`src/design/ctrl_map_pkg.sv`:
```
`default_nettype none

package ctrl_map_pkg;

    // RAM bus geometry.
    localparam int BUS_ADDR_W = 8;
    localparam int BUS_DATA_W = 16;

    // Cycles from an address on addr to its data on dout.
    localparam int READ_LATENCY = 2;

    // Control RAM address map.
    localparam logic [BUS_ADDR_W-1:0] ADDR_CTL_FLAG                           = 8'h00;
    localparam logic [BUS_ADDR_W-1:0] ADDR_FPGA_STATE                         = 8'h01;
    localparam logic [BUS_ADDR_W-1:0] ADDR_VERSION_NUM_MAJOR                  = 8'h02;
    localparam logic [BUS_ADDR_W-1:0] ADDR_VERSION_NUM_MINOR                  = 8'h03;
    localparam logic [BUS_ADDR_W-1:0] ADDR_SYNC_TIME_0                        = 8'h10;
    localparam logic [BUS_ADDR_W-1:0] ADDR_SYNC_TIME_1                        = 8'h11;
    localparam logic [BUS_ADDR_W-1:0] ADDR_SYNC_TIME_2                        = 8'h12;
    localparam logic [BUS_ADDR_W-1:0] ADDR_SYNC_TIME_3                        = 8'h13;
    localparam logic [BUS_ADDR_W-1:0] ADDR_SILENCER_FLAG                      = 8'h60;
    localparam logic [BUS_ADDR_W-1:0] ADDR_SILENCER_UPDATE_RATE_INTENSITY     = 8'h61;
    localparam logic [BUS_ADDR_W-1:0] ADDR_SILENCER_UPDATE_RATE_PHASE         = 8'h62;
    localparam logic [BUS_ADDR_W-1:0] ADDR_SILENCER_COMPLETION_STEPS_INTENSITY = 8'h63;
    localparam logic [BUS_ADDR_W-1:0] ADDR_SILENCER_COMPLETION_STEPS_PHASE    = 8'h64;

    // Bit positions in the control-flag word.
    localparam int FLAG_BIT_SILENCER_SET = 2;
    localparam int FLAG_BIT_GPIO_IN_0    = 4;
    localparam int FLAG_BIT_GPIO_IN_1    = 5;
    localparam int FLAG_BIT_GPIO_IN_2    = 6;
    localparam int FLAG_BIT_GPIO_IN_3    = 7;
    localparam int FLAG_BIT_SYNC_SET     = 8;
    localparam int FLAG_BIT_FORCE_FAN    = 13;

    // Firmware version.
    localparam logic [7:0] VERSION_MINOR = 8'h01;
    localparam logic [7:0] VERSION_MAJOR = 8'h0a;

    // Bit positions in the status word, all other bits read as zero.
    localparam int STATE_BIT_THERMO         = 0;
    localparam int STATE_BIT_MOD_SEGMENT    = 1;
    localparam int STATE_BIT_STM_SEGMENT    = 2;
    localparam int STATE_BIT_STM_CYCLE_ZERO = 3;

endpackage

`default_nettype wire

```
`src/design/ctrl_settings_pkg.sv`:
```
`default_nettype none

package ctrl_settings_pkg;

    // Silencer group, one byte per field.
    typedef struct packed {
        logic [7:0] flag;
        logic [7:0] update_rate_intensity;
        logic [7:0] update_rate_phase;
        logic [7:0] completion_steps_intensity;
        logic [7:0] completion_steps_phase;
    } silencer_settings_t;

    // Sync group, read as four 16-bit words.
    typedef struct packed {
        logic [63:0] ecat_sync_time;
    } sync_settings_t;

    localparam silencer_settings_t SILENCER_DEFAULT = '{
        flag:                       8'd0,
        update_rate_intensity:      8'd1,
        update_rate_phase:          8'd1,
        completion_steps_intensity: 8'd10,
        completion_steps_phase:     8'd40
    };

    localparam sync_settings_t SYNC_DEFAULT = '{
        ecat_sync_time: 64'd0
    };

    // Destination of one settings read.
    typedef enum logic [3:0] {
        FIELD_NONE,
        FIELD_SILENCER_FLAG,
        FIELD_UPDATE_RATE_INTENSITY,
        FIELD_UPDATE_RATE_PHASE,
        FIELD_COMPLETION_STEPS_INTENSITY,
        FIELD_COMPLETION_STEPS_PHASE,
        SYNC_WORD_0,
        SYNC_WORD_1,
        SYNC_WORD_2,
        SYNC_WORD_3
    } field_e;

    // Settings group finished by a commit.
    typedef enum logic [1:0] {
        GROUP_NONE,
        GROUP_SILENCER,
        GROUP_SYNC
    } group_e;

endpackage

`default_nettype wire

```
`src/design/fetch_if.sv`:
```
`timescale 1ns/1ps
`default_nettype none

// Read tags and commit tokens, sequencer to loader.
interface fetch_if
    import ctrl_settings_pkg::*;
();

    logic   issue;
    field_e field;
    logic   commit;
    group_e group;

    modport sequencer (
        output issue,
        output field,
        output commit,
        output group
    );

    modport loader (
        input issue,
        input field,
        input commit,
        input group
    );

endinterface

`default_nettype wire

```
`src/design/array_ctl_top.sv`:
```
`timescale 1ns/1ps
`default_nettype none

module array_ctl_top
    import ctrl_map_pkg::*;
    import ctrl_settings_pkg::*;
(
    input  wire                   CLK,
    input  wire                   rst_n,
    output logic                  we,
    output logic [BUS_ADDR_W-1:0] addr,
    output logic [BUS_DATA_W-1:0] din,
    input  wire  [BUS_DATA_W-1:0] dout,
    input  wire                   thermo,
    input  wire                   stm_segment,
    input  wire                   mod_segment,
    input  wire  [15:0]           stm_cycle,
    output silencer_settings_t    silencer_settings,
    output logic                  silencer_update,
    output sync_settings_t        sync_settings,
    output logic                  sync_update,
    output logic                  force_fan,
    output logic [3:0]            gpio_in
);

    fetch_if fetch_bus ();

    // Polls the control RAM and issues tagged settings reads.
    ctl_sequencer u_ctl_sequencer (
        .CLK         (CLK),
        .rst_n       (rst_n),
        .thermo      (thermo),
        .stm_segment (stm_segment),
        .mod_segment (mod_segment),
        .stm_cycle   (stm_cycle),
        .dout        (dout),
        .we          (we),
        .addr        (addr),
        .din         (din),
        .fetch       (fetch_bus.sequencer),
        .force_fan   (force_fan),
        .gpio_in     (gpio_in)
    );

    // Stores returning words and raises the update strobes.
    settings_loader u_settings_loader (
        .CLK               (CLK),
        .rst_n             (rst_n),
        .dout              (dout),
        .fetch             (fetch_bus.loader),
        .silencer_settings (silencer_settings),
        .silencer_update   (silencer_update),
        .sync_settings     (sync_settings),
        .sync_update       (sync_update)
    );

endmodule

`default_nettype wire

```
`src/design/ctl_sequencer.sv`:
```
`timescale 1ns/1ps
`default_nettype none

module ctl_sequencer
    import ctrl_map_pkg::*;
    import ctrl_settings_pkg::*;
(
    input  wire                   CLK,
    input  wire                   rst_n,
    input  wire                   thermo,
    input  wire                   stm_segment,
    input  wire                   mod_segment,
    input  wire  [15:0]           stm_cycle,
    input  wire  [BUS_DATA_W-1:0] dout,
    output logic                  we,
    output logic [BUS_ADDR_W-1:0] addr,
    output logic [BUS_DATA_W-1:0] din,
    fetch_if.sequencer            fetch,
    output logic                  force_fan,
    output logic [3:0]            gpio_in
);

    typedef enum logic [4:0] {
        ST_VER_MINOR,
        ST_VER_MAJOR,
        ST_WAIT_0,
        ST_WAIT_1,
        ST_POLL_STATUS,
        ST_POLL_FLAG,
        ST_SIL_FLAG,
        ST_SIL_RATE_INT,
        ST_SIL_RATE_PHASE,
        ST_SIL_STEPS_INT,
        ST_SIL_STEPS_PHASE,
        ST_SYNC_0,
        ST_SYNC_1,
        ST_SYNC_2,
        ST_SYNC_3,
        ST_FLAG_WRITE,
        ST_STATUS_WRITE,
        ST_FLAG_READ
    } state_e;

    state_e                  state;
    state_e                  rd_next;
    field_e                  rd_field;
    group_e                  active_group;
    logic [BUS_ADDR_W-1:0]   rd_addr;
    logic [BUS_DATA_W-1:0]   flag_word;
    logic [BUS_DATA_W-1:0]   status_word;
    logic                    flag_rd;
    logic [READ_LATENCY-1:0] flag_pipe;

    always_comb begin
        status_word = '0;
        status_word[STATE_BIT_THERMO] = thermo;
        status_word[STATE_BIT_MOD_SEGMENT] = mod_segment;
        status_word[STATE_BIT_STM_SEGMENT] = stm_segment;
        status_word[STATE_BIT_STM_CYCLE_ZERO] = (stm_cycle == 16'd0);
    end

    assign force_fan  = flag_word[FLAG_BIT_FORCE_FAN];
    assign gpio_in[0] = flag_word[FLAG_BIT_GPIO_IN_0];
    assign gpio_in[1] = flag_word[FLAG_BIT_GPIO_IN_1];
    assign gpio_in[2] = flag_word[FLAG_BIT_GPIO_IN_2];
    assign gpio_in[3] = flag_word[FLAG_BIT_GPIO_IN_3];

    // Address, tag and successor of each settings read state.
    always_comb begin
        rd_field = FIELD_NONE;
        rd_addr  = ADDR_SILENCER_FLAG;
        rd_next  = ST_FLAG_WRITE;
        case (state)
            ST_SIL_FLAG: begin
                rd_field = FIELD_SILENCER_FLAG;
                rd_addr  = ADDR_SILENCER_FLAG;
                rd_next  = ST_SIL_RATE_INT;
            end
            ST_SIL_RATE_INT: begin
                rd_field = FIELD_UPDATE_RATE_INTENSITY;
                rd_addr  = ADDR_SILENCER_UPDATE_RATE_INTENSITY;
                rd_next  = ST_SIL_RATE_PHASE;
            end
            ST_SIL_RATE_PHASE: begin
                rd_field = FIELD_UPDATE_RATE_PHASE;
                rd_addr  = ADDR_SILENCER_UPDATE_RATE_PHASE;
                rd_next  = ST_SIL_STEPS_INT;
            end
            ST_SIL_STEPS_INT: begin
                rd_field = FIELD_COMPLETION_STEPS_INTENSITY;
                rd_addr  = ADDR_SILENCER_COMPLETION_STEPS_INTENSITY;
                rd_next  = ST_SIL_STEPS_PHASE;
            end
            ST_SIL_STEPS_PHASE: begin
                rd_field = FIELD_COMPLETION_STEPS_PHASE;
                rd_addr  = ADDR_SILENCER_COMPLETION_STEPS_PHASE;
            end
            ST_SYNC_0: begin
                rd_field = SYNC_WORD_0;
                rd_addr  = ADDR_SYNC_TIME_0;
                rd_next  = ST_SYNC_1;
            end
            ST_SYNC_1: begin
                rd_field = SYNC_WORD_1;
                rd_addr  = ADDR_SYNC_TIME_1;
                rd_next  = ST_SYNC_2;
            end
            ST_SYNC_2: begin
                rd_field = SYNC_WORD_2;
                rd_addr  = ADDR_SYNC_TIME_2;
                rd_next  = ST_SYNC_3;
            end
            ST_SYNC_3: begin
                rd_field = SYNC_WORD_3;
                rd_addr  = ADDR_SYNC_TIME_3;
            end
            default: ;
        endcase
    end

    always_ff @(posedge CLK) begin
        if (!rst_n) begin
            state        <= ST_VER_MINOR;
            we           <= 1'b0;
            addr         <= '0;
            flag_rd      <= 1'b0;
            flag_pipe    <= '0;
            flag_word    <= '0;
            active_group <= GROUP_NONE;
            fetch.issue  <= 1'b0;
            fetch.commit <= 1'b0;
        end else begin
            flag_rd      <= 1'b0;
            fetch.issue  <= 1'b0;
            fetch.commit <= 1'b0;

            // Track each flag read until its data reaches dout.
            flag_pipe[0] <= flag_rd;
            for (int i = 1; i < READ_LATENCY; i++) begin
                flag_pipe[i] <= flag_pipe[i-1];
            end
            if (flag_pipe[READ_LATENCY-1]) begin
                flag_word <= dout;
            end

            case (state)
                ST_VER_MINOR: begin
                    we    <= 1'b1;
                    addr  <= ADDR_VERSION_NUM_MINOR;
                    din   <= BUS_DATA_W'(VERSION_MINOR);
                    state <= ST_VER_MAJOR;
                end
                ST_VER_MAJOR: begin
                    we    <= 1'b1;
                    addr  <= ADDR_VERSION_NUM_MAJOR;
                    din   <= BUS_DATA_W'(VERSION_MAJOR);
                    state <= ST_WAIT_0;
                end
                ST_WAIT_0: begin
                    we    <= 1'b0;
                    state <= ST_WAIT_1;
                end
                ST_WAIT_1: begin
                    we    <= 1'b0;
                    state <= ST_POLL_STATUS;
                end
                ST_POLL_STATUS: begin
                    we   <= 1'b1;
                    addr <= ADDR_FPGA_STATE;
                    din  <= status_word;
                    // Flag reads still in flight predate the write-back, drop them.
                    if (flag_word[FLAG_BIT_SILENCER_SET]) begin
                        flag_word[FLAG_BIT_SILENCER_SET] <= 1'b0;
                        flag_pipe    <= '0;
                        active_group <= GROUP_SILENCER;
                        state        <= ST_SIL_FLAG;
                    end else if (flag_word[FLAG_BIT_SYNC_SET]) begin
                        flag_word[FLAG_BIT_SYNC_SET] <= 1'b0;
                        flag_pipe    <= '0;
                        active_group <= GROUP_SYNC;
                        state        <= ST_SYNC_0;
                    end else begin
                        state <= ST_POLL_FLAG;
                    end
                end
                ST_POLL_FLAG, ST_FLAG_READ: begin
                    we      <= 1'b0;
                    addr    <= ADDR_CTL_FLAG;
                    flag_rd <= 1'b1;
                    state   <= ST_POLL_STATUS;
                end
                ST_SIL_FLAG, ST_SIL_RATE_INT, ST_SIL_RATE_PHASE, ST_SIL_STEPS_INT,
                ST_SIL_STEPS_PHASE, ST_SYNC_0, ST_SYNC_1, ST_SYNC_2, ST_SYNC_3: begin
                    we          <= 1'b0;
                    addr        <= rd_addr;
                    fetch.issue <= 1'b1;
                    fetch.field <= rd_field;
                    state       <= rd_next;
                end
                ST_FLAG_WRITE: begin
                    we           <= 1'b1;
                    addr         <= ADDR_CTL_FLAG;
                    din          <= flag_word;
                    fetch.commit <= 1'b1;
                    fetch.group  <= active_group;
                    state        <= ST_STATUS_WRITE;
                end
                ST_STATUS_WRITE: begin
                    we    <= 1'b1;
                    addr  <= ADDR_FPGA_STATE;
                    din   <= status_word;
                    state <= ST_FLAG_READ;
                end
                default: begin
                    we    <= 1'b0;
                    state <= ST_POLL_STATUS;
                end
            endcase
        end
    end

endmodule

`default_nettype wire

```
`src/design/settings_loader.sv`:
```
`timescale 1ns/1ps
`default_nettype none

module settings_loader
    import ctrl_map_pkg::*;
    import ctrl_settings_pkg::*;
(
    input  wire                   CLK,
    input  wire                   rst_n,
    input  wire  [BUS_DATA_W-1:0] dout,
    fetch_if.loader               fetch,
    output silencer_settings_t    silencer_settings,
    output logic                  silencer_update,
    output sync_settings_t        sync_settings,
    output logic                  sync_update
);

    // Tags and tokens ride along with the read latency of the RAM.
    field_e field_dly [READ_LATENCY];
    group_e group_dly [READ_LATENCY];

    field_e field_out;
    group_e group_out;

    assign field_out = field_dly[READ_LATENCY-1];
    assign group_out = group_dly[READ_LATENCY-1];

    always_ff @(posedge CLK) begin
        if (!rst_n) begin
            for (int i = 0; i < READ_LATENCY; i++) begin
                field_dly[i] <= FIELD_NONE;
                group_dly[i] <= GROUP_NONE;
            end
        end else begin
            field_dly[0] <= fetch.issue ? fetch.field : FIELD_NONE;
            group_dly[0] <= fetch.commit ? fetch.group : GROUP_NONE;
            for (int i = 1; i < READ_LATENCY; i++) begin
                field_dly[i] <= field_dly[i-1];
                group_dly[i] <= group_dly[i-1];
            end
        end
    end

    // Tag at the end of the line matches the word on dout.
    always_ff @(posedge CLK) begin
        if (!rst_n) begin
            silencer_settings <= SILENCER_DEFAULT;
            sync_settings     <= SYNC_DEFAULT;
        end else begin
            case (field_out)
                FIELD_SILENCER_FLAG: begin
                    silencer_settings.flag <= dout[7:0];
                end
                FIELD_UPDATE_RATE_INTENSITY: begin
                    silencer_settings.update_rate_intensity <= dout[7:0];
                end
                FIELD_UPDATE_RATE_PHASE: begin
                    silencer_settings.update_rate_phase <= dout[7:0];
                end
                FIELD_COMPLETION_STEPS_INTENSITY: begin
                    silencer_settings.completion_steps_intensity <= dout[7:0];
                end
                FIELD_COMPLETION_STEPS_PHASE: begin
                    silencer_settings.completion_steps_phase <= dout[7:0];
                end
                SYNC_WORD_0: begin
                    sync_settings.ecat_sync_time[15:0] <= dout;
                end
                SYNC_WORD_1: begin
                    sync_settings.ecat_sync_time[31:16] <= dout;
                end
                SYNC_WORD_2: begin
                    sync_settings.ecat_sync_time[47:32] <= dout;
                end
                SYNC_WORD_3: begin
                    sync_settings.ecat_sync_time[63:48] <= dout;
                end
                default: ;
            endcase
        end
    end

    // Token leaves one cycle after the group's last field is stored.
    assign silencer_update = (group_out == GROUP_SILENCER);
    assign sync_update     = (group_out == GROUP_SYNC);

endmodule

`default_nettype wire

```
`config.mk`:
```
export PLATFORM = sky130hd
export DESIGN_NAME = array_ctl_top
export DESIGN_NICKNAME = d
export VERILOG_FILES = /design/src/design/ctrl_map_pkg.sv /design/src/design/ctrl_settings_pkg.sv /design/src/design/fetch_if.sv /design/src/design/array_ctl_top.sv /design/src/design/ctl_sequencer.sv /design/src/design/settings_loader.sv
export SDC_FILE = /design/constraint.sdc
export NUM_CORES = 1
export LEC_CHECK = 0
export ABC_AREA = 1
export BUFFER_PORTS_ARGS = -buffer_cell sky130_fd_sc_hd__buf_4
export CORE_ASPECT_RATIO = 0.6
export CORE_UTILIZATION = 45
export DETAILED_ROUTE_END_ITERATION = 7
export HOLD_SLACK_MARGIN = 0.08
export PLACE_DENSITY_LB_ADDON = 0.08
export SETUP_SLACK_MARGIN = 0.4
export SYNTH_ARGS = -nofsm -noshare
export SYNTH_HDL_FRONTEND = slang
export SYNTH_SLANG_ARGS = --single-unit
```
`constraint.sdc`:
```
create_clock -name CLK -period 3 [get_ports CLK]
set_input_delay 0.15 -clock CLK [delete_from_list [all_inputs] [get_ports CLK]]
set_output_delay 0.15 -clock CLK [all_outputs]
set_load 0.02 [all_outputs]
```
; Word level (Yosys, flattened, before mapping)
; Memory sizes are Yosys's and may differ from the RTL's.
; Index checks and enable logic that the tools add are counted.
[classes]
add_sub_neg = 0
multipliers = 0
n_div = 0
order_cmp = 0
eq_ne = 27
shifts = 0
mux = 31
bitwise_logic = 4
reduce_logical = 14
[ops]
columns = op, n
row1 = 16-bit case mux with 4 select lines, 1
row2 = 7-bit case mux with 8 select lines, 1
row3 = "5-bit by 4-bit equality test with 1-bit output, second input constant", 8
row4 = 8-bit case mux with 5 select lines, 1
row5 = 4-bit case mux with 9 select lines, 1
row6 = 5-bit case mux with 7 select lines, 1
row7 = 4-bit case mux with 7 select lines, 1
row8 = "5-bit by 3-bit equality test with 1-bit output, second input constant", 4
row9 = "4-bit by 3-bit equality test with 1-bit output, second input constant", 4
row10 = 16-bit zero test, 1
row11 = 2-bit two-way mux, 8
row12 = 4-bit two-way mux, 4
row13 = 1-bit two-way mux, 11
row14 = "5-bit equality test, second input constant", 2
row15 = 9-bit two-way mux, 1
row16 = 9-bit OR reduction, 1
row17 = "4-bit by 2-bit equality test with 1-bit output, second input constant", 2
row18 = "4-bit equality test, second input constant", 2
row19 = 2-bit AND reduction, 4
row20 = "5-bit by 1-bit equality test with 1-bit output, second input constant", 1
row21 = "5-bit by 2-bit equality test with 1-bit output, second input constant", 1
row22 = 5-bit zero test, 1
row23 = 5-bit two-way mux, 1
row24 = 5-bit nonzero test, 1
row25 = other kinds (9), 13
[totals]
reg_bits = 163
latch_bits = 0
ram_bits = 12
mem_bits_ro = 0
out_inout_bits = 136
elab_cells = 100
mem_count = 2
[mem_list]
columns = memory, words, width, read_ports, rd_ports_with_merged_regs, write_ports, line_no
row1 = u_settings_loader.field_dly, 2, 4, 2, 0, 2, settings_loader.sv:19  ; field_e field_dly [READ_LATENCY];
row2 = u_settings_loader.group_dly, 2, 2, 2, 0, 2, settings_loader.sv:20  ; group_e group_dly [READ_LATENCY];

; Logic depth before layout (Yosys ltp)
; Gate-level depths: netlist of the first run.
[logic_depth]
word_depth = 4
mapped_depth = 11
mapped_depth_nobuf = 10

; Cells and area by module
; Synthesis of the first run repeated with hierarchy kept, for this count alone.
[hier_totals]
hier_cells = 917
hier_area_um2 = 6979.2
[by_module_without_submodules]
columns = module, n_inst, cells_per_inst, area_each_um2, seq_area_each_um2
row1 = settings_loader, 1, 637, 4510.6, 2322.2
row2 = ctl_sequencer, 1, 280, 2468.6, 1341.3

; Least setup slack after synthesis of the first run
; Ideal clock, no wire load.
[synth_path]
path_kind = flip-flop to flip-flop
start = register u_ctl_sequencer.state[3]
end = register u_ctl_sequencer.din[0] (enable)
t_arrival_ns = 1.745
required_ns = 2.601
path_slack_ns = 0.857
stages_incl_launch_ff = 6
cell_sequence = dfxtp_1 buf_4 nand3_1 nor2_1 nor2_1 a31oi_1
[synth_via]
elab_chain_len = 4
[synth_lines]
columns = item, line_no
row1 = start: declaration, ctl_sequencer.sv:44  ; state_e state;
row2 = start signal: assignment, ctl_sequencer.sv:198  ; state <= rd_next;
row3 = 5-bit equality test or 5-bit by 3-bit equality test with 1-bit output (tied branches), ctl_sequencer.sv:146  ; case (state)
row4 = 2-bit OR reduction (no line), -
row5 = 4-bit nonzero test (no line) *, -
row6 = 2-bit AND reduction (no line) *, -
row7 = end signal: assignment, ctl_sequencer.sv:150  ; din <= BUS_DATA_W'(VERSION_MINOR);
row8 = end signal: assignment, ctl_sequencer.sv:156  ; din <= BUS_DATA_W'(VERSION_MAJOR);
row9 = end signal: assignment, ctl_sequencer.sv:170  ; din <= status_word;
row10 = end: declaration, ctl_sequencer.sv:17  ; output logic [BUS_DATA_W-1:0] din,
; Mark *: on every way between the ends. The rest lies on a longest branch, timed or not.
; A chain may end at the register's enable or synchronous reset.

; Worst setup path in the final report of the first run
[layout_path]
start = register u_ctl_sequencer.state[4]
end = register u_ctl_sequencer.din[15] (enable)
; Same word-level chain as after synthesis.

==> results of run 1 <==
[metrics by stage]
step           cells  hold slack, ps
6_report        1177            96.3
5_1_grt         1177            85.2
4_1_cts         1177            81.6
3_5_place_dp    1131             403
3_3_place_gp    1131             406
2_1_floorplan    810             285
[cells in the mapped netlist (5+ instances only)]
master	count
nor2_1	260
dfxtp_1	150
o21ai_0	119
nand2_1	72
inv_1	55
clkbuf_1	22
edfxtp_1	22
a21oi_1	21
nand3_1	21
buf_1	8
buf_4	8
nor2_2	6
inv_2	5
[cell type report]
cell class | instances | area share (%)
flip-flops and latches | 172 | 43.5
multi-input cells | 530 | 27.3
repair buffers | 187 | 17.1
clock buffers | 18 | 5.09
inverters | 64 | 2.85
well taps | 192 | 2.85
clock inverters | 14 | 1.34
[flip-flops by register name (all words and copies together), names as in the netlist]
name and count:
u_ctl_sequencer.flag_rd 1, u_ctl_sequencer.addr 5, u_ctl_sequencer.fetch.group 2, u_ctl_sequencer.din 16, u_settings_loader.group_dly 4, u_ctl_sequencer.state 5
u_settings_loader.field_dly 8, u_ctl_sequencer.active_group 2, u_ctl_sequencer.we 1, u_settings_loader.silencer_settings 40, u_ctl_sequencer.fetch.issue 1, u_ctl_sequencer.fetch.commit 1
u_settings_loader.sync_settings 64, u_ctl_sequencer.fetch.field 4, u_ctl_sequencer.flag_pipe 2, u_ctl_sequencer.flag_word 16
[cells by family (layout without fill, tap and decap cells)]
group,count (synthesis),count (layout)
AND/OR/NAND/NOR,379,379
flip-flops,172,172
AO/OA/AOI/OAI,149,149
buffers and inverters,108,283
other,1,2
[power groups by stage]
stage	clock, W	sequential (W)	combinational, W
2_1_floorplan	0	0.00275	0.000501
3_3_place_gp	0	0.00263	0.00101
3_5_place_dp	0	0.00264	0.00101
4_1_cts	0.00204	0.00259	0.00103
5_1_grt	0.00215	0.00260	0.00114
6_report	0.00201	0.00259	0.00104
[routing by layer]
metal / up-vias / GRT usage [%]
li1: 2904 / -
met4: 0 / 9.15
met2: 239 / 36.6
met3: 23 / 5.97
met5: - / 0
met1: 2653 / 34.6
[critical path: stages (launching register included)]
cell	delay [ps]
dfxtp_1	340
inv_1	280
nand3_1	260
nor2_1	370
nor2_1	150
a31oi_2	150
buf_4	260
[what timing repair did]
action	CTS	global route
hold buffers	14	0
endpoints found under the hold margin	48	0
setup endpoints to repair	0	0
[path summary, 6_finish.rpt]
check / startpoint / cells after the start / to / slack, ps
worst max register to register: u_ctl_sequencer.state[4] / 6 / u_ctl_sequencer.din[15] / 880
worst max-delay path: u_ctl_sequencer.state[4] / 6 / u_ctl_sequencer.din[15] / 880
worst min register to register: u_ctl_sequencer.flag_pipe[0] / 2 / u_ctl_sequencer.flag_pipe[1] / 410
worst min-delay path: dout[5] / 3 / u_settings_loader.silencer_settings[5] / 100
==> results.yml, run 1 <==
outcome:
  status: "complete, no violations"
global_route:
  grt_pass1_vias: 5369
  grt_antenna_before_repair: 0
  maximum_number_of_pins_on_one_net_before_global_route_repair: 108
  gr-usage-all-layers_pct: 24.6
  global_route_wire_length_before_repair_mm: 27.8
  grt-ovfl-total: 0
drt:
  route.met2.wl_mm: 7.52
  avgViaCountPerCell: 4.94
  drt_first_iter_violations: 446
  highest-signal-layer: "met4"
  drt-total-wl_mm: 17.7
  wl_met3_mm: 1.40
  average_wire_length_per_cell_after_detail_routing_um: 15.0
  first_pass_iters: 5
  vias: 5819
  route.antenna.remaining_nets: 0
  met1_length_mm: 8.52
  drc: 0
synth:
  seq_area_frac_synth_pct: 57.2
  share_of_synthesized_flip_flops_with_an_asynchronous_set_or_reset_pct: 0
  ys_ff_latch: 172
  synth-adder-area-share_pct: 0
  post_synth_mux_area_share_pct: 0
  ys_types: 32
  yosys_most_used_dff: "dfxtp_1"
  synth_area_leaders: "dfxtp_1 (47%), nor2_1 (15%), edfxtp_1 (10%)"
  synth_edf_count: 22
  synthXorXnorAreaFrac_pct: 0
  post-synth-top-area-cell: "dfxtp_1"
  synth_top_family_by_area: "simple AND/OR/NAND/NOR gates"
  synthesis.area_per_instance_um2: 7.92
  synth.top_cell.area_share_pct: 46.8
  syn-instance-count: 809
  netlist_area_um2: 6410
  synth_simple_gate_area_share_pct: 23.9
  yosysWarningCount: 0
  synth-compound-area-share_pct: 11.8
power:
  switching_fraction_of_total_power_pct: 30.1
  total_power_w: 0.00563
  share_of_total_power_in_the_clock_network_pct: 35.6
  power_report.internal_total_w: 0.00394
  power.net_switching_w: 0.00169
  power.density_cell_area_nw_per_um2: 668
  vdd.ir_drop.worst_v: 0.000414
  power_frac_seq_pct: 45.9
  combinationalPowerShare_pct: 18.4
  p_leak_nw: 3.81
setup_path:
  timing.critical_path.from_type: "register"
  critPathMaxFanout: 16
  timing.critical_path.required_ps: 3110
  timing_worst_setup_path_type: "reg2reg"
  critical_path.endpoint_type: "register"
  cp.arrival_ps: 2230
cts:
  cts_num_sinks: 172
  ctsResizeCount: 0
  cts-root-buf: "clkbuf_16"
  post_cts.repair.setup_buffers: 0
  clock_insertion_delay_at_the_later_pin_of_the_skew_report_ps: 420
  path_clk_slew_ps: 60
  clock_buffer_depth: 2
  cts_max_level: 4
  tritoncts: "built"
  cts-buffers-inserted: 17
finish:
  flow.area_growth_from_synthesis_pct: 31.4
  final_layout_size_suffix_gt1_share_pct: 22.5
  finished_cell_area_um2: 8430
  leading_cell_type_in_the_layout_fill_and_taps_excluded: "nor2_1"
  n_fill_cell: 1271
  regArea_um2: 3660
  final_core_util_pct: 61.1
  insertedDiodeCount: 0
  layout_common_cells: "nor2_1 (260), buf_4 (173), dfxtp_1 (150)"
  fin_nets: 1009
  multiInputGateArea_um2: 2300
timing:
  finalWorstSetupSlack_ps: 880
  fin_tns_setup_ps: 0
  timing.max_slew.rel_slack_pct: 41.9
  final_min_period_over_clock_period_pct: 70.7
  final-max-slew-violation-count: 0
  max_freq_mhz: 472
  worst_clock_skew_ps: 11.0
  setup_viol: 0
  grt_setup_unrepaired: "false"
  slew_at_the_pin_closest_to_its_max_slew_limit_ps: 871
  final_hold_violating_endpoints: 0
  final_critical_path_time_including_i_o_delays_and_setup_ps: 2120
die:
  core_rows: 33
  core_region_area_um2: 13800
  die_w_um: 156
  io_pins: 173
  floorplan.initialDensity_pct: 46.5
  die_area_um2: 14700
  dieHeight_um: 94.4
flow_run:
  timing.max_cap.violations: 0
worst_hold_path:
  worstHoldPathType: "in2reg"
placement:
  place.gp.congestion: 0.856
  placement.cell_area_um2: 7740
  detailed_place_hpwl_mm: 12.5
  io_buffer_count: 170
  post-place-ws_ps: 943
Note: power is estimated with default switching activity, not from simulation.
==> run 2, diff against run 1 <==
- clock period: 3 -> 2.1 ns (I/O delays scaled with it)
==> run 2 against run 1 <==
Against the previous run:
- first-iteration DRC count rose by 4.7%
- sequential power rose by 43%
- non-clock buffer count increased by 14
- sequential cell count unchanged
- total power rose by 48%
==> results.yml, run 2 (synthesized netlist as in run 1, its figures left out) <==
timing:
  worst_clock_skew_ps: 11.7
  final-max-slew-violation-count: 0
  grt_setup_unrepaired: "false"
  timing.max_slew.rel_slack_pct: 57.7
  final_critical_path_time_including_i_o_delays_and_setup_ps: 1610
  setup_viol: 0
  fin_tns_setup_ps: 0
  final_hold_violating_endpoints: 0
  slew_at_the_pin_closest_to_its_max_slew_limit_ps: 631
  final_min_period_over_clock_period_pct: 76.6
  max_freq_mhz: 622
power:
  power_report.internal_total_w: 0.00588
  switching_fraction_of_total_power_pct: 29.4
  combinationalPowerShare_pct: 18.5
  power.density_cell_area_nw_per_um2: 962
  power.net_switching_w: 0.00245
  share_of_total_power_in_the_clock_network_pct: 37.1
  power_frac_seq_pct: 44.4
  p_leak_nw: 3.90
  vdd.ir_drop.worst_v: 0.000638
drt:
  drt_first_iter_violations: 467
  avgViaCountPerCell: 4.97
  average_wire_length_per_cell_after_detail_routing_um: 15.1
  first_pass_iters: 5
  route.antenna.remaining_nets: 0
  drt-total-wl_mm: 18.0
  vias: 5925
  drc: 0
finish:
  final_layout_size_suffix_gt1_share_pct: 24.2
  largest_register_ff_count: 64
  n_fill_cell: 1225
  biggestRegsByFlops: "u_settings_loader.sync_settings: 64 flops, u_settings_loader.silencer_settings: 40 flops"
  leading_cell_type_in_the_layout_fill_and_taps_excluded: "nor2_1"
  multiInputGateArea_um2: 2340
  layout_common_cells: "nor2_1 (255), buf_4 (179), dfxtp_1 (147)"
  flow.area_growth_from_synthesis_pct: 35.1
  insertedDiodeCount: 0
  largest-register: "u_settings_loader.sync_settings"
  regArea_um2: 3670
  final_core_util_pct: 62.8
  fin_nets: 1023
setup_path:
  critical_path.endpoint_type: "register"
  critPathMaxFanout: 16
  timing_worst_setup_path_type: "reg2reg"
  timing.critical_path.from_type: "register"
  r2r_start: "u_ctl_sequencer.state[2]"
  cp.arrival_ps: 1730
  r2r_end: "u_ctl_sequencer.din[1]"
  setup.reg_to_reg.worst_slack_ps: 490
  worst_r2r_path_depth: 5
  timing.critical_path.required_ps: 2220
worst_hold_path:
  worstHoldPathType: "in2reg"
  min_to: "u_ctl_sequencer.din[3]"
  timing.hold.worst.start: "stm_cycle[6]"
  worstHoldPathCells: 4
die:
  die_area_um2: 14700
  core_region_area_um2: 13800
  floorplan.initialDensity_pct: 46.5
  io_pins: 173
  dieHeight_um: 94.4
  die_w_um: 156
  core_rows: 33
placement:
  io_buffer_count: 170
  detailed_place_hpwl_mm: 12.5
  place.gp.congestion: 0.861
cts:
  cts-root-buf: "clkbuf_16"
  cts_num_sinks: 172
  cts-buffers-inserted: 17
  clock_buffer_depth: 2
  clock_insertion_delay_at_the_later_pin_of_the_skew_report_ps: 420
  tritoncts: "built"
  cts_max_level: 4
  post_cts.repair.setup_buffers: 0
  path_clk_slew_ps: 70
flow_run:
  timing.max_cap.violations: 0
global_route:
  global_route_wire_length_before_repair_mm: 27.5
  maximum_number_of_pins_on_one_net_before_global_route_repair: 131
  grt-ovfl-total: 0
  grt_pass1_vias: 5394
  gr-usage-all-layers_pct: 24.2
  grt_antenna_before_repair: 0
outcome:
  status: "complete, no violations"
==> run 2: stage by stage <==
step / instance area (um2) / hold slack [ps] / power [W] / setup WS (ps) / std cells
3_3_place_gp: 7840 / 383 / 0.00526 / 413 / 1139
2_1_floorplan: 6430 / 240 / 0.00468 / 456 / 810
4_1_cts: 8630 / 114 / 0.00836 / 432 / 1191
5_1_grt: 8660 / 140 / 0.00869 / 405 / 1191
3_5_place_dp: 7840 / 394 / 0.00525 / 388 / 1139
6_report: 8660 / 123 / 0.00834 / 492 / 1191
==> run 2: metal layers <==
metal  track usage [%]  vias to the layer above  part of all wire [%]
li1                  -                     2932                     -
met1              33.4                     2757                    48
met2              37.8                      224                    44
met3              5.74                       12                   7.4
met4              6.86                        0                  0.80
met5                 0                        -                     0
==> run 2: what timing repair did <==
item                                    in CTS  in global routing
hold buffers                                20                  0
hold endpoints to repair                    90                  0
resized for setup                            3                 11
endpoints found under the setup margin      11                 41
pin swaps                                    0                  1
==> run 2: worst max path at each step <==
| stage | start | end | slack, ps | depth (start not counted) |
|---|---|---|---|---|
| 3_5_place_dp | u_ctl_sequencer.state[4] | u_ctl_sequencer.addr[1] | 390 | 10 |
| 2_1_floorplan | u_ctl_sequencer.state[3] | u_ctl_sequencer.din[0] | 460 | 5 |
| 6_report | u_ctl_sequencer.state[2] | u_ctl_sequencer.din[1] | 490 | 5 |
| 3_3_place_gp | u_ctl_sequencer.state[4] | u_ctl_sequencer.addr[0] | 410 | 10 |
| 5_1_grt | u_ctl_sequencer.flag_pipe[1] | u_ctl_sequencer.flag_word[10] | 400 | 3 |
| 4_1_cts | u_ctl_sequencer.state[4] | u_ctl_sequencer.din[1] | 430 | 6 |
==> run 2: critical path: stages, from the launching register on <==
cell	delay, ps
dfxtp_1	440
inv_2	90
nor2_1	160
nand3_2	210
a31oi_4	240
buf_12	170
==> run 2: area by class of cell <==
cell class,count,share of cell area (%)
flip-flops and latches,172,42.3
multi-input cells,530,27.0
clock inverters,12,1.47
clock buffers,20,5.29
repair buffers,201,18.3
well taps,192,2.77
inverters,64,2.86
==> run 2: power by group through the flow <==
| stage | Clock (W) | Combinational, W | Sequential (W) |
|---|---|---|---|
| 3_5_place_dp | 0 | 0.00149 | 0.00376 |
| 6_report | 0.00309 | 0.00154 | 0.00370 |
| 2_1_floorplan | 0 | 0.000744 | 0.00393 |
| 4_1_cts | 0.00314 | 0.00153 | 0.00369 |
| 3_3_place_gp | 0 | 0.00150 | 0.00375 |
| 5_1_grt | 0.00330 | 0.00167 | 0.00372 |
==> run 3, diff against run 2 <==
- clock period: 2.1 -> 1.38 ns (I/O delays scaled with it)
==> run 3 against run 2 <==
Against the previous run:
- the flow now finishes with violations (setup timing)
- die area stayed put
- non-clock buffer count is 114 higher
- cell count is 11% higher
- sequential share of layout area is 9.8 points lower
- combinational power grew to 2.8 times the previous value
- sequential cell count stayed put
- critical path depth is 5 higher
- clock power is 50% higher
==> results.yml, run 3 (synthesized netlist as in run 1, its figures left out) <==
outcome:
  status: "complete, but fails checks"
  violations: "setup timing"
placement:
  place.gp.congestion: 0.851
  placement.cell_area_um2: 8290
  io_buffer_count: 170
  detailed_place_hpwl_mm: 13.2
power:
  p_leak_nw: 5.04
  switching_fraction_of_total_power_pct: 32.9
  share_of_total_power_in_the_clock_network_pct: 31.5
  power.net_switching_w: 0.00483
  power_frac_seq_pct: 39.1
  power_report.internal_total_w: 0.00986
  vdd.ir_drop.worst_v: 0.000865
  power.density_cell_area_nw_per_um2: 1260
  combinationalPowerShare_pct: 29.4
cts:
  cts_max_level: 4
  cts-buffers-inserted: 17
  cts_num_sinks: 172
  clock_buffer_depth: 2
  cts-root-buf: "clkbuf_16"
  tritoncts: "built"
  path_clk_slew_ps: 80
  clock_insertion_delay_at_the_later_pin_of_the_skew_report_ps: 430
timing:
  worst_clock_skew_ps: 13.6
  final-max-slew-violation-count: 0
  max_freq_mhz: 647
  grt_setup_unrepaired: "true"
  setup_viol: 32
  final_min_period_over_clock_period_pct: 112
  slew_at_the_pin_closest_to_its_max_slew_limit_ps: 573
  final_hold_violating_endpoints: 0
  timing.max_slew.rel_slack_pct: 61.8
  finalWorstSetupSlack_ps: -164
  hold-worst-slack_ps: 74.9
  final_critical_path_time_including_i_o_delays_and_setup_ps: 1540
worst_hold_path:
  timing.hold.worst.start: "stm_cycle[12]"
  worstHoldPathType: "in2reg"
drt:
  drt_first_iter_violations: 536
  first_pass_iters: 5
  avgViaCountPerCell: 5.48
  average_wire_length_per_cell_after_detail_routing_um: 19.7
  drt-total-wl_mm: 26.0
  vias: 7238
  drc: 0
  route.antenna.remaining_nets: 0
setup_path:
  critPathLaunch: "u_ctl_sequencer.state[1]"
  critical_path.endpoint_type: "register"
  cp.arrival_ps: 1850
  cpMaxStageDelayCell: "dfxtp_4"
  critPathMaxFanout: 5
  timing.critical_path.mode_cell: "buf_4"
  crit_path_max_incr_delay_ps: 390
  timing_worst_setup_path_type: "reg2reg"
  critPathTopFamily: "buffers and inverters"
  r2r_start: "u_ctl_sequencer.state[1]"
  critical_path_buf_inv_count: 5
  crit_path_cell_trace: "inv_4 -> nor2_4 -> buf_6 -> buf_4 -> buf_4 -> nand3_4 -> nand2_4 -> buf_4 -> nor3_2 -> nor2_1"
  timing.critical_path.required_ps: 1690
  timing.critical_path.from_type: "register"
die:
  dieHeight_um: 94.4
  floorplan.initialDensity_pct: 46.5
  io_pins: 173
  die_area_um2: 14700
  core_rows: 33
  die_w_um: 156
  core_region_area_um2: 13800
finish:
  finished_cell_area_um2: 11700
  flow.area_growth_from_synthesis_pct: 82.2
  final_layout_size_suffix_gt1_share_pct: 57.6
  layout_common_cells: "nor2_1 (187), buf_4 (176), buf_6 (97)"
  leading_cell_type_in_the_layout_fill_and_taps_excluded: "nor2_1"
  biggestRegsByFlops: "u_settings_loader.sync_settings: 64 flops, u_settings_loader.silencer_settings: 40 flops"
  fin_nets: 1152
  insertedDiodeCount: 0
  largest_register_ff_count: 64
  largest-register: "u_settings_loader.sync_settings"
global_route:
  grt_pass1_vias: 6459
  gr-usage-all-layers_pct: 30.9
  grt_antenna_before_repair: 0
  global_route_wire_length_before_repair_mm: 34.6
  grt-ovfl-total: 0
  maximum_number_of_pins_on_one_net_before_global_route_repair: 75
flow_run:
  timing.max_cap.violations: 0
[run 3: changes by cell type in the layout (fill, tap and decap cells not counted), sizes merged]
cell         previous run  this run
clkbuf                 20        18
clkinv                  7        13
dlygate4sd3            20        21
nand2                  75        82
inv                    65        70
bufinv                  1         0
buf                   181       294
[run 3: area by class of cell]
cell class / instances / area, um2
clock buffers: 18 / 429
clock inverters: 14 / 126
inverters: 64 / 348
well taps: 192 / 240
flip-flops and latches: 172 / 3800
multi-input cells: 537 / 3580
repair inverters: 8 / 109
fillers: 745 / 2110
repair buffers: 315 / 3040
[run 3: what timing repair did]
| item | 4_1_cts | 5_1_grt |
|---|---|---|
| setup buffers | 33 | 44 |
| hold buffers | 21 | 0 |
| gates cloned | 17 | 1 |
| resized for setup | 337 | 209 |
| endpoints found under the hold margin | 110 | 0 |
| endpoints found under the setup margin | 257 | 307 |
| pin swaps | 83 | 56 |
[run 3: layer usage]
| metal | share of wire [%] | vias to the layer above | track usage, % |
|---|---|---|---|
| met3 | 8.1 | 70 | 4.96 |
| li1 | - | 3236 | - |
| met4 | 2.7 | 0 | 7.68 |
| met2 | 47 | 386 | 49.7 |
| met5 | 0 | - | 0 |
| met1 | 42 | 3546 | 43.5 |
[run 3: final timing paths]
kind / cells after the start / to / slack (ps)
worst max-delay path: 10 / u_ctl_sequencer.state[0] / -160
worst min-delay path: 4 / u_ctl_sequencer.din[3] / 70
worst max register to register: 10 / u_ctl_sequencer.state[0] / -160
worst min register to register: 2 / u_settings_loader.field_dly[0][7] / 430
[run 3: worst reg2reg max path, cell delays in order (launching register included)]
cell and delay, ps:
dfxtp_4 390, inv_4 90, nor2_4 40, buf_6 120, buf_4 140, buf_4 150, nand3_4 80, nand2_4 60
buf_4 140, nor3_2 170, nor2_1 60
[run 3: stage by stage]
stage	setup slack (ps)	std cells	utilization (%)	setup TNS, ps	power [W]
after floorplan	-176	810	-	-2850	0.00723
after global placement	-185	1172	60.1	-4230	0.00860
after detailed placement	-246	1172	60.1	-5620	0.00863
after CTS	-102	1275	77.5	-2320	0.0142
after global routing	-210	1320	84.7	-5470	0.0152
final	-164	1320	84.7	-3590	0.0147
[run 3: power groups by stage]
stage / registers (W) / logic (W) / clock network, W
finish: 0.00574 / 0.00432 / 0.00463
floorplan: 0.00600 / 0.00123 / 0
CTS: 0.00573 / 0.00391 / 0.00460
global placement: 0.00573 / 0.00287 / 0
detailed placement: 0.00574 / 0.00289 / 0
global route: 0.00576 / 0.00455 / 0.00488
